## src/proc_pkg.sv

```systemverilog
package proc_pkg;

    localparam int XLEN  = 32;
    localparam int REG_W = 5;

    typedef logic [XLEN-1:0]  word_t;
    typedef logic [REG_W-1:0] reg_idx_t;

    // Top five bits of every instruction
    typedef enum logic [4:0] {
        OP_RTYPE = 5'b00000,
        OP_J     = 5'b00001,
        OP_BNE   = 5'b00010,
        OP_JAL   = 5'b00011,
        OP_JR    = 5'b00100,
        OP_ADDI  = 5'b00101,
        OP_BLT   = 5'b00110,
        OP_SW    = 5'b00111,
        OP_LW    = 5'b01000
    } opcode_t;

    typedef enum logic [4:0] {
        ALU_ADD = 5'b00000,
        ALU_SUB = 5'b00001,
        ALU_AND = 5'b00010,
        ALU_OR  = 5'b00011,
        ALU_SLL = 5'b00100,
        ALU_SRA = 5'b00101
    } alu_op_t;

    typedef struct packed {
        opcode_t    opcode;
        reg_idx_t   rd;
        reg_idx_t   rs;
        reg_idx_t   rt;
        logic [4:0] shamt;
        alu_op_t    aluop;
        logic [1:0] zero;
    } r_insn_t;

    typedef struct packed {
        opcode_t     opcode;
        reg_idx_t    rd;
        reg_idx_t    rs;
        logic [16:0] imm;   // Sign extended in decode
    } i_insn_t;

    typedef struct packed {
        opcode_t     opcode;
        logic [26:0] target;
    } ji_insn_t;

    // One instruction word, three field layouts
    typedef union packed {
        r_insn_t  r;
        i_insn_t  i;
        ji_insn_t ji;
    } insn_t;

    localparam insn_t    NOP_INSN = '0;   // add r0, r0, r0
    localparam reg_idx_t LINK_REG = 5'd31;

endpackage
```

## src/bypass_if.sv

```systemverilog
// Results heading back to execute for operand forwarding
interface bypass_if;
    import proc_pkg::*;

    // Destinations read as zero when the stage writes no register
    reg_idx_t mem_dest;
    word_t    mem_value;
    reg_idx_t wb_dest;     // Same cycle as the register file write
    word_t    wb_value;

    modport producer (
        output mem_dest,
        output mem_value,
        output wb_dest,
        output wb_value
    );

    modport consumer (
        input mem_dest,
        input mem_value,
        input wb_dest,
        input wb_value
    );

endinterface

```

## src/processor.sv

```systemverilog
module processor #(
    parameter proc_pkg::word_t RESET_PC = '0
) (
    input  logic               clock,
    input  logic               rst_n,
    output proc_pkg::word_t    address_imem,
    input  proc_pkg::word_t    q_imem,
    output proc_pkg::word_t    address_dmem,
    output proc_pkg::word_t    data,
    output logic               wren,
    input  proc_pkg::word_t    q_dmem,
    output logic               ctrl_writeEnable,
    output proc_pkg::reg_idx_t ctrl_writeReg,
    output proc_pkg::reg_idx_t ctrl_readRegA,
    output proc_pkg::reg_idx_t ctrl_readRegB,
    output proc_pkg::word_t    data_writeReg,
    input  proc_pkg::word_t    data_readRegA,
    input  proc_pkg::word_t    data_readRegB
);
    import proc_pkg::*;

    logic     stall;
    logic     redirect;
    word_t    redirect_pc;
    insn_t    fd_insn;
    word_t    fd_pc_plus1;
    insn_t    de_insn;
    word_t    de_pc_plus1;
    word_t    de_a;
    word_t    de_b;
    word_t    de_imm;
    reg_idx_t de_src_a;
    reg_idx_t de_src_b;
    insn_t    em_insn;
    word_t    em_result;
    word_t    em_addr;
    word_t    em_store;

    bypass_if byp ();

    fetch_stage #(
        .RESET_PC (RESET_PC)
    ) i_fetch (
        .clock       (clock),
        .rst_n       (rst_n),
        .stall       (stall),
        .redirect    (redirect),
        .redirect_pc (redirect_pc),
        .imem_data   (q_imem),
        .pc          (address_imem),
        .fd_pc_plus1 (fd_pc_plus1),
        .fd_insn     (fd_insn)
    );

    decode_stage i_decode (
        .clock       (clock),
        .rst_n       (rst_n),
        .redirect    (redirect),
        .fd_insn     (fd_insn),
        .fd_pc_plus1 (fd_pc_plus1),
        .reg_a_data  (data_readRegA),
        .reg_b_data  (data_readRegB),
        .read_reg_a  (ctrl_readRegA),
        .read_reg_b  (ctrl_readRegB),
        .stall       (stall),
        .de_insn     (de_insn),
        .de_pc_plus1 (de_pc_plus1),
        .de_a        (de_a),
        .de_b        (de_b),
        .de_imm      (de_imm),
        .de_src_a    (de_src_a),
        .de_src_b    (de_src_b)
    );

    execute_stage i_execute (
        .clock       (clock),
        .rst_n       (rst_n),
        .de_insn     (de_insn),
        .de_pc_plus1 (de_pc_plus1),
        .de_a        (de_a),
        .de_b        (de_b),
        .de_imm      (de_imm),
        .de_src_a    (de_src_a),
        .de_src_b    (de_src_b),
        .byp         (byp.consumer),
        .redirect    (redirect),
        .redirect_pc (redirect_pc),
        .em_insn     (em_insn),
        .em_result   (em_result),
        .em_addr     (em_addr),
        .em_store    (em_store)
    );

    mem_wb_stage i_mem_wb (
        .clock     (clock),
        .rst_n     (rst_n),
        .em_insn   (em_insn),
        .em_result (em_result),
        .em_addr   (em_addr),
        .em_store  (em_store),
        .dmem_q    (q_dmem),
        .byp       (byp.producer),
        .dmem_addr (address_dmem),
        .dmem_data (data),
        .dmem_wren (wren),
        .reg_we    (ctrl_writeEnable),
        .reg_dest  (ctrl_writeReg),
        .reg_data  (data_writeReg)
    );

endmodule

```

## src/mem_wb_stage.sv

```systemverilog
module mem_wb_stage (
    input  logic               clock,
    input  logic               rst_n,
    input  proc_pkg::insn_t    em_insn,
    input  proc_pkg::word_t    em_result,
    input  proc_pkg::word_t    em_addr,
    input  proc_pkg::word_t    em_store,
    input  proc_pkg::word_t    dmem_q,
    bypass_if.producer         byp,
    output proc_pkg::word_t    dmem_addr,
    output proc_pkg::word_t    dmem_data,
    output logic               dmem_wren,
    output logic               reg_we,
    output proc_pkg::reg_idx_t reg_dest,
    output proc_pkg::word_t    reg_data
);
    import proc_pkg::*;

    insn_t mw_insn;
    word_t mw_result;
    word_t mw_load;

    function automatic logic writes_reg(input insn_t insn);
        return insn.r.opcode inside {OP_RTYPE, OP_ADDI, OP_LW, OP_JAL};
    endfunction

    function automatic reg_idx_t dest_of(input insn_t insn);
        return (insn.r.opcode == OP_JAL) ? LINK_REG : insn.i.rd;
    endfunction

    assign dmem_addr = em_addr;
    assign dmem_wren = (em_insn.r.opcode == OP_SW);
    // Store data may still be on its way into the register file
    assign dmem_data = (byp.wb_dest != '0 && byp.wb_dest == em_insn.i.rd) ?
                       byp.wb_value : em_store;

    // Load data is not ready here yet, so loads offer nothing
    assign byp.mem_dest  = (writes_reg(em_insn) && em_insn.r.opcode != OP_LW) ?
                           dest_of(em_insn) : '0;
    assign byp.mem_value = em_result;

    // Memory/writeback register
    always_ff @(posedge clock or negedge rst_n) begin
        if (!rst_n) begin
            mw_insn <= NOP_INSN;
        end else begin
            mw_insn <= em_insn;
        end
    end

    always_ff @(posedge clock) begin
        mw_result <= em_result;
        mw_load   <= dmem_q;
    end

    assign reg_dest = dest_of(mw_insn);
    assign reg_we   = writes_reg(mw_insn) && (reg_dest != '0);   // r0 stays zero
    assign reg_data = (mw_insn.r.opcode == OP_LW) ? mw_load : mw_result;

    assign byp.wb_dest  = reg_we ? reg_dest : '0;
    assign byp.wb_value = reg_data;

endmodule

```

## src/execute_stage.sv

```systemverilog
module execute_stage (
    input  logic               clock,
    input  logic               rst_n,
    input  proc_pkg::insn_t    de_insn,
    input  proc_pkg::word_t    de_pc_plus1,
    input  proc_pkg::word_t    de_a,
    input  proc_pkg::word_t    de_b,
    input  proc_pkg::word_t    de_imm,
    input  proc_pkg::reg_idx_t de_src_a,
    input  proc_pkg::reg_idx_t de_src_b,
    bypass_if.consumer         byp,
    output logic               redirect,
    output proc_pkg::word_t    redirect_pc,
    output proc_pkg::insn_t    em_insn,
    output proc_pkg::word_t    em_result,
    output proc_pkg::word_t    em_addr,
    output proc_pkg::word_t    em_store
);
    import proc_pkg::*;

    opcode_t op;
    alu_op_t alu_op;
    word_t   op_a;
    word_t   op_b;
    word_t   alu_b;
    word_t   alu_result;
    logic    use_imm;
    logic    not_equal;
    logic    less_than;

    assign op = de_insn.r.opcode;

    // Memory stage is younger, so it takes priority
    assign op_a = (de_src_a != '0 && de_src_a == byp.mem_dest) ? byp.mem_value :
                  (de_src_a != '0 && de_src_a == byp.wb_dest)  ? byp.wb_value  : de_a;
    assign op_b = (de_src_b != '0 && de_src_b == byp.mem_dest) ? byp.mem_value :
                  (de_src_b != '0 && de_src_b == byp.wb_dest)  ? byp.wb_value  : de_b;

    always_comb begin
        alu_op  = de_insn.r.aluop;
        use_imm = 1'b0;
        case (op)
            OP_ADDI, OP_LW, OP_SW: begin
                alu_op  = ALU_ADD;
                use_imm = 1'b1;      // Also the load/store address
            end
            OP_BNE, OP_BLT: begin
                alu_op = ALU_SUB;
            end
            default: begin
            end
        endcase
    end

    assign alu_b = use_imm ? de_imm : op_b;

    alu i_alu (
        .a         (op_a),
        .b         (alu_b),
        .op        (alu_op),
        .shamt     (de_insn.r.shamt),
        .result    (alu_result),
        .not_equal (not_equal),
        .less_than (less_than)
    );

    // Control transfer, a is rs and b is rd here
    always_comb begin
        redirect    = 1'b0;
        redirect_pc = de_pc_plus1 + de_imm;
        case (op)
            OP_J, OP_JAL: begin
                redirect    = 1'b1;
                redirect_pc = {{(XLEN-27){1'b0}}, de_insn.ji.target};
            end
            OP_JR: begin
                redirect    = 1'b1;
                redirect_pc = op_b;
            end
            OP_BNE: begin
                redirect = not_equal;
            end
            OP_BLT: begin
                redirect = not_equal && !less_than;  // rd < rs
            end
            default: begin
            end
        endcase
    end

    // Execute/memory register
    always_ff @(posedge clock or negedge rst_n) begin
        if (!rst_n) begin
            em_insn <= NOP_INSN;
        end else begin
            em_insn <= de_insn;
        end
    end

    always_ff @(posedge clock) begin
        em_result <= (op == OP_JAL) ? de_pc_plus1 : alu_result;  // Link value for jal
        em_addr   <= alu_result;
        em_store  <= op_b;
    end

endmodule

```

## src/decode_stage.sv

```systemverilog
module decode_stage (
    input  logic               clock,
    input  logic               rst_n,
    input  logic               redirect,
    input  proc_pkg::insn_t    fd_insn,
    input  proc_pkg::word_t    fd_pc_plus1,
    input  proc_pkg::word_t    reg_a_data,
    input  proc_pkg::word_t    reg_b_data,
    output proc_pkg::reg_idx_t read_reg_a,
    output proc_pkg::reg_idx_t read_reg_b,
    output logic               stall,
    output proc_pkg::insn_t    de_insn,
    output proc_pkg::word_t    de_pc_plus1,
    output proc_pkg::word_t    de_a,
    output proc_pkg::word_t    de_b,
    output proc_pkg::word_t    de_imm,
    output proc_pkg::reg_idx_t de_src_a,
    output proc_pkg::reg_idx_t de_src_b
);
    import proc_pkg::*;

    opcode_t  op;
    reg_idx_t load_dest;
    logic     reads_rd;
    logic     uses_a;
    logic     uses_b;
    logic     bubble;

    assign op = fd_insn.r.opcode;

    // Branches, jr and sw carry their second source in the rd field
    assign reads_rd   = op inside {OP_BNE, OP_BLT, OP_JR, OP_SW};
    assign read_reg_a = fd_insn.r.rs;
    assign read_reg_b = reads_rd ? fd_insn.r.rd : fd_insn.r.rt;

    // Store data is left out of uses_b, memory stage forwards it from writeback
    assign uses_a = op inside {OP_RTYPE, OP_ADDI, OP_LW, OP_SW, OP_BNE, OP_BLT};
    assign uses_b = op inside {OP_RTYPE, OP_BNE, OP_BLT, OP_JR};

    assign load_dest = de_insn.i.rd;
    assign stall = (de_insn.i.opcode == OP_LW) && (load_dest != '0) &&
                   ((uses_a && load_dest == read_reg_a) ||
                    (uses_b && load_dest == read_reg_b));

    assign bubble = stall || redirect;

    // Decode/execute register, control part
    always_ff @(posedge clock or negedge rst_n) begin
        if (!rst_n) begin
            de_insn  <= NOP_INSN;
            de_src_a <= '0;
            de_src_b <= '0;
        end else if (bubble) begin
            de_insn  <= NOP_INSN;
            de_src_a <= '0;      // Keeps the bubble out of forwarding
            de_src_b <= '0;
        end else begin
            de_insn  <= fd_insn;
            de_src_a <= read_reg_a;
            de_src_b <= read_reg_b;
        end
    end

    // Operands and immediate
    always_ff @(posedge clock) begin
        de_pc_plus1 <= fd_pc_plus1;
        de_a        <= reg_a_data;
        de_b        <= reg_b_data;
        de_imm      <= {{(XLEN-17){fd_insn.i.imm[16]}}, fd_insn.i.imm};
    end

endmodule

```

## src/fetch_stage.sv

```systemverilog
module fetch_stage #(
    parameter proc_pkg::word_t RESET_PC = '0
) (
    input  logic            clock,
    input  logic            rst_n,
    input  logic            stall,
    input  logic            redirect,
    input  proc_pkg::word_t redirect_pc,
    input  proc_pkg::word_t imem_data,
    output proc_pkg::word_t pc,
    output proc_pkg::word_t fd_pc_plus1,
    output proc_pkg::insn_t fd_insn
);
    import proc_pkg::*;

    word_t pc_plus1;

    assign pc_plus1 = pc + word_t'(1);

    // Redirect wins over a load-use hold
    always_ff @(posedge clock or negedge rst_n) begin
        if (!rst_n) begin
            pc <= RESET_PC;
        end else if (redirect) begin
            pc <= redirect_pc;
        end else if (!stall) begin
            pc <= pc_plus1;
        end
    end

    // Fetch/decode register
    always_ff @(posedge clock or negedge rst_n) begin
        if (!rst_n) begin
            fd_insn <= NOP_INSN;
        end else if (redirect) begin
            fd_insn <= NOP_INSN;          // Squash the wrong-path fetch
        end else if (!stall) begin
            fd_insn <= insn_t'(imem_data);
        end
    end

    always_ff @(posedge clock) begin
        if (!stall) begin
            fd_pc_plus1 <= pc_plus1;
        end
    end

endmodule

```

## src/alu.sv

```systemverilog
module alu (
    input  proc_pkg::word_t   a,
    input  proc_pkg::word_t   b,
    input  proc_pkg::alu_op_t op,
    input  logic [4:0]        shamt,
    output proc_pkg::word_t   result,
    output logic              not_equal,
    output logic              less_than
);
    import proc_pkg::*;

    always_comb begin
        case (op)
            ALU_ADD: begin
                result = a + b;
            end
            ALU_SUB: begin
                result = a - b;
            end
            ALU_AND: begin
                result = a & b;
            end
            ALU_OR: begin
                result = a | b;
            end
            ALU_SLL: begin
                result = a << shamt;
            end
            ALU_SRA: begin
                result = word_t'($signed(a) >>> shamt);  // Sign fill
            end
            default: begin
                result = '0;
            end
        endcase
    end

    // Branch flags, signed compare of a against b
    assign not_equal = (a != b);
    assign less_than = ($signed(a) < $signed(b));

endmodule

```

## config.mk

```make
export PLATFORM = sky130hd
export DESIGN_NAME = processor
export DESIGN_NICKNAME = d
export VERILOG_FILES = /design/src/proc_pkg.sv /design/src/bypass_if.sv /design/src/processor.sv /design/src/mem_wb_stage.sv /design/src/execute_stage.sv /design/src/decode_stage.sv /design/src/fetch_stage.sv /design/src/alu.sv
export SDC_FILE = /design/constraint.sdc
export NUM_CORES = 1
export LEC_CHECK = 0
export BUFFER_PORTS_ARGS = -buffer_cell sky130_fd_sc_hd__buf_2
export CAP_MARGIN = 10
export CORE_UTILIZATION = 40
export CTS_CLUSTER_DIAMETER = 120
export DETAILED_ROUTE_END_ITERATION = 10
export SLEW_MARGIN = 0
export SYNTH_ARGS = -nofsm -noshare
export SYNTH_HDL_FRONTEND = slang
export SYNTH_SLANG_ARGS = --single-unit
```

## constraint.sdc

```tcl
create_clock -name clock -period 7 [get_ports clock]
set_input_delay 0.7 -clock clock [delete_from_list [all_inputs] [get_ports clock]]
set_output_delay 0.7 -clock clock [all_outputs]
set_load 0.02 [all_outputs]
```

==> qor.csv <==
metric,value,unit
route.vias.total,26242,
number_of_antenna_violations_at_the_first_check_in_global_routing,4,
finalSetupViolCount,0,
critical_path_class,flop to flop,
crit_end_category,flop,
total_clock_buffers_created_by_cts,48,
final-max-slew-violation-count,0,
finalCriticalPeriod,6.77,ns
layout.core_utilization,48.4,%
most_used_cell_along_the_critical_path,sky130_fd_sc_hd__mux2_2,
nNetsFinal,3469,
grt_pass1_vias,25345,
final-hold-violation-count,0,
synth_nets,3134,
die_width,260,um
fp-row-count,94,
detailed_placement_wirelength_estimate,107000,um
ctsHtreeMaxLevel,2,
ant_nets,0,
worst_path_largest_cell_delay,0.45,ns
finalWirelength,135000,um
die_area,67800,um2
clock-root-buffer,sky130_fd_sc_hd__clkbuf_16,
mostFrequentLayoutCells,"sky130_fd_sc_hd__buf_2 (274), sky130_fd_sc_hd__dfxtp_1 (273), sky130_fd_sc_hd__nand2_1 (266), sky130_fd_sc_hd__a21oi_1 (191), sky130_fd_sc_hd__buf_4 (189)",
overflow,0,
numPortBuffers,274,
regToRegEndpoint,i_execute.em_result[19]$_DFF_P_,
maximum_number_of_pins_on_one_net_before_global_route_repair,62,
holdBufCountCts,0,
height_of_the_chip,260,um
floorplan.initialDensity,40.5,%
hold_slack,0.190,ns
remaining_drc_errors,0,
viasPerCell,6.38,
numClockSinks,426,
run_status,"complete, no violations",
r2r-start,i_mem_wb.mw_insn[28]$_DFF_PN0_,
design.portCount,275,
worst_setup_hold_path_clk_slew,0.06,ns
syn_avg_cell_area,9.29,um2
netlist-cell-type-count,91,
grt_first_pass_wirelength,189000,um
number_of_synthesized_flops_with_an_enable_pin,32,
worst-slew-pin-transition,1.41,ns
core_area,65900,um2
fillers,6305,
worst_clock_skew,0.0269,ns
crit_required,7.47,ns
gp_routability_congestion,1.05,
dominantRegCellSynth,sky130_fd_sc_hd__dfxtp_1,
ys.warnings.count,0,
flow.area_growth_from_synthesis,19.5,%
synth_seq_area_share,35.4,%
synth.ff_latch_count,426,
most_frequent_standard_cell_in_the_layout_excluding_fill_and_tap_cells,sky130_fd_sc_hd__buf_2,
mappedNetlistArea,26700,um2
worst-path-max-fanout,6,
clk-insertion-delay-late,0.61,ns
routed_wire_length_per_instance,32.7,um
synthesis.instances,2873,
timing.final.crit_share,96.8,%
regToRegSetupSlack,0.23,ns
cp_data_arrival_time,7.24,ns
maximum_buffer_depth_of_the_clock_tree,3,
timing.slew.headroom,5.97,%
critical_path_start_type,flop,
max_cap_viol_count,0,
worst-r2r-cell-count,26,
drt_iter0_drc,3031,
tritoncts,yes,
timing.hold.worst.class,primary input to async pin,
globalRouteTotalUtil,39.0,%
drive_gt1_share,26.5,%
timing.fmax,0.148,GHz
critPathSlowestCell,sky130_fd_sc_hd__dfrtp_1,
drt_pass1_iterations,7,
share_of_synthesized_flip_flops_with_an_asynchronous_set_or_reset,28.4,%
routing by layer:
metal | up-vias | GRT usage, % | share of wire [%]
li1 | 11369 | - | -
met1 | 12957 | 50.1 | 40
met2 | 1595 | 61.3 | 45
met3 | 319 | 7.43 | 8.7
met4 | 2 | 22.3 | 6.6
met5 | - | 0 | 0.0030
metrics by stage:
stage	setup slack (ns)	setup TNS (ns)	instance area (um2)	cells
floorplan	0.206	0	26700	2873
global placement	-0.263	-0.283	30000	4013
detailed placement	-0.365	-0.513	30000	4013
CTS	0.0561	0	31700	4104
global route	-0.00524	-0.00524	31900	4111
finish	0.225	0	31900	4113
synth_stat cells (16+ instances only):
cell type,instances,area (um2)
sky130_fd_sc_hd__a211oi_1,38,285
sky130_fd_sc_hd__a21o_1,35,263
sky130_fd_sc_hd__a21oi_1,196,981
sky130_fd_sc_hd__a221o_1,16,160
sky130_fd_sc_hd__a221oi_1,30,263
sky130_fd_sc_hd__a22oi_1,47,353
sky130_fd_sc_hd__a31oi_1,21,131
sky130_fd_sc_hd__a32oi_1,21,184
sky130_fd_sc_hd__a41o_1,24,240
sky130_fd_sc_hd__and2_1,49,307
sky130_fd_sc_hd__and3_1,19,119
sky130_fd_sc_hd__buf_1,34,128
sky130_fd_sc_hd__clkbuf_1,142,533
sky130_fd_sc_hd__dfrtp_1,121,3030
sky130_fd_sc_hd__dfxtp_1,273,5470
sky130_fd_sc_hd__edfxtp_1,32,961
sky130_fd_sc_hd__ha_1,128,1600
sky130_fd_sc_hd__inv_1,133,499
sky130_fd_sc_hd__mux2_2,182,2050
sky130_fd_sc_hd__mux2i_1,47,470
sky130_fd_sc_hd__mux4_2,62,1400
sky130_fd_sc_hd__nand2_1,266,998
sky130_fd_sc_hd__nand2b_1,16,100
sky130_fd_sc_hd__nand3_1,60,300
sky130_fd_sc_hd__nand4_1,17,106
sky130_fd_sc_hd__nor2_1,163,612
sky130_fd_sc_hd__nor3_1,43,215
sky130_fd_sc_hd__nor4_1,20,125
sky130_fd_sc_hd__o211ai_1,65,488
sky130_fd_sc_hd__o21a_1,41,308
sky130_fd_sc_hd__o21ai_0,129,646
sky130_fd_sc_hd__o221ai_1,20,175
sky130_fd_sc_hd__o22ai_1,25,156
sky130_fd_sc_hd__xnor2_1,69,604
sky130_fd_sc_hd__xor2_1,41,359
flip-flops by register name, indices dropped and copies added (netlist names), 17 cells and up:
name and cells:
i_decode.de_a 32, i_execute.em_addr 32, i_execute.em_store 32, i_decode.de_b 32, i_mem_wb.mw_load 32, i_decode.de_insn 32, i_mem_wb.mw_result 32, i_fetch.fd_pc_plus1 32
i_execute.em_result 32, i_decode.de_pc_plus1 32, i_decode.de_imm 17, i_fetch.pc 32, i_fetch.fd_insn 32
area by class of cell:
type	instances	area, um2	area share [%]
diodes	2	5.00	0.0157
clock buffers	61	1300	4.08
clock inverters	28	380	1.19
inverters	137	514	1.61
multi-input cells	2121	16200	50.7
flip-flops and latches	426	9460	29.7
well taps	864	1080	3.39
repair buffers	474	2980	9.36
how the worst max path moves through the flow:
stage	endpoint	depth (start not counted)	slack, ns	start
after floorplan	i_decode.de_insn[15]$_DFF_PN0_	23	0.21	i_mem_wb.mw_insn[29]$_DFF_PN0_
after global placement	i_execute.em_result[14]$_DFF_P_	24	-0.26	i_mem_wb.mw_insn[29]$_DFF_PN0_
after detailed placement	i_execute.em_result[14]$_DFF_P_	24	-0.37	i_mem_wb.mw_insn[30]$_DFF_PN0_
after CTS	i_execute.em_result[14]$_DFF_P_	27	0.06	i_mem_wb.mw_insn[30]$_DFF_PN0_
after global routing	i_fetch.pc[28]$_DFFE_PN0P_	30	-0.005	i_mem_wb.mw_insn[29]$_DFF_PN0_
final	i_execute.em_result[19]$_DFF_P_	26	0.23	i_mem_wb.mw_insn[28]$_DFF_PN0_
worst max-delay path, delay by kind of cell (launching register included):
kind	cells	cell delay (ns)
AO/OA/AOI/OAI	10	1.93
XOR/XNOR	1	0.18
adder cells (fa/ha/maj)	1	0.38
buffers and inverters	4	0.68
flip-flops	1	0.45
multiplexers	4	1.27
AND/OR/NAND/NOR	6	1.72
cells by family (layout without fill, tap and decap cells):
logic type / count (synthesis) / count (layout) / share of synthesized area (%)
other: 0 / 2 / 0
xor gates and xnor gates: 110 / 110 / 3.61
AOI/OAI and AO/OA: 850 / 850 / 22.1
adders and majority gates: 132 / 132 / 6.26
buffers and inverters: 326 / 700 / 4.74
and+or+nand+nor: 735 / 735 / 13.1
muxes: 294 / 294 / 14.8
DFF: 426 / 426 / 35.4
what timing repair did:
action | 4_1_cts | 5_1_grt
setup endpoints to repair | 3 | 136
gates resized for setup | 1 | 24
buffers inserted | 2 | 6
gates cloned | 0 | 1
pin swaps | 1 | 1
Power is left out: the tool's default activity adds up to more than one toggle a clock period on the data nets, which glitch-free logic cannot reach.
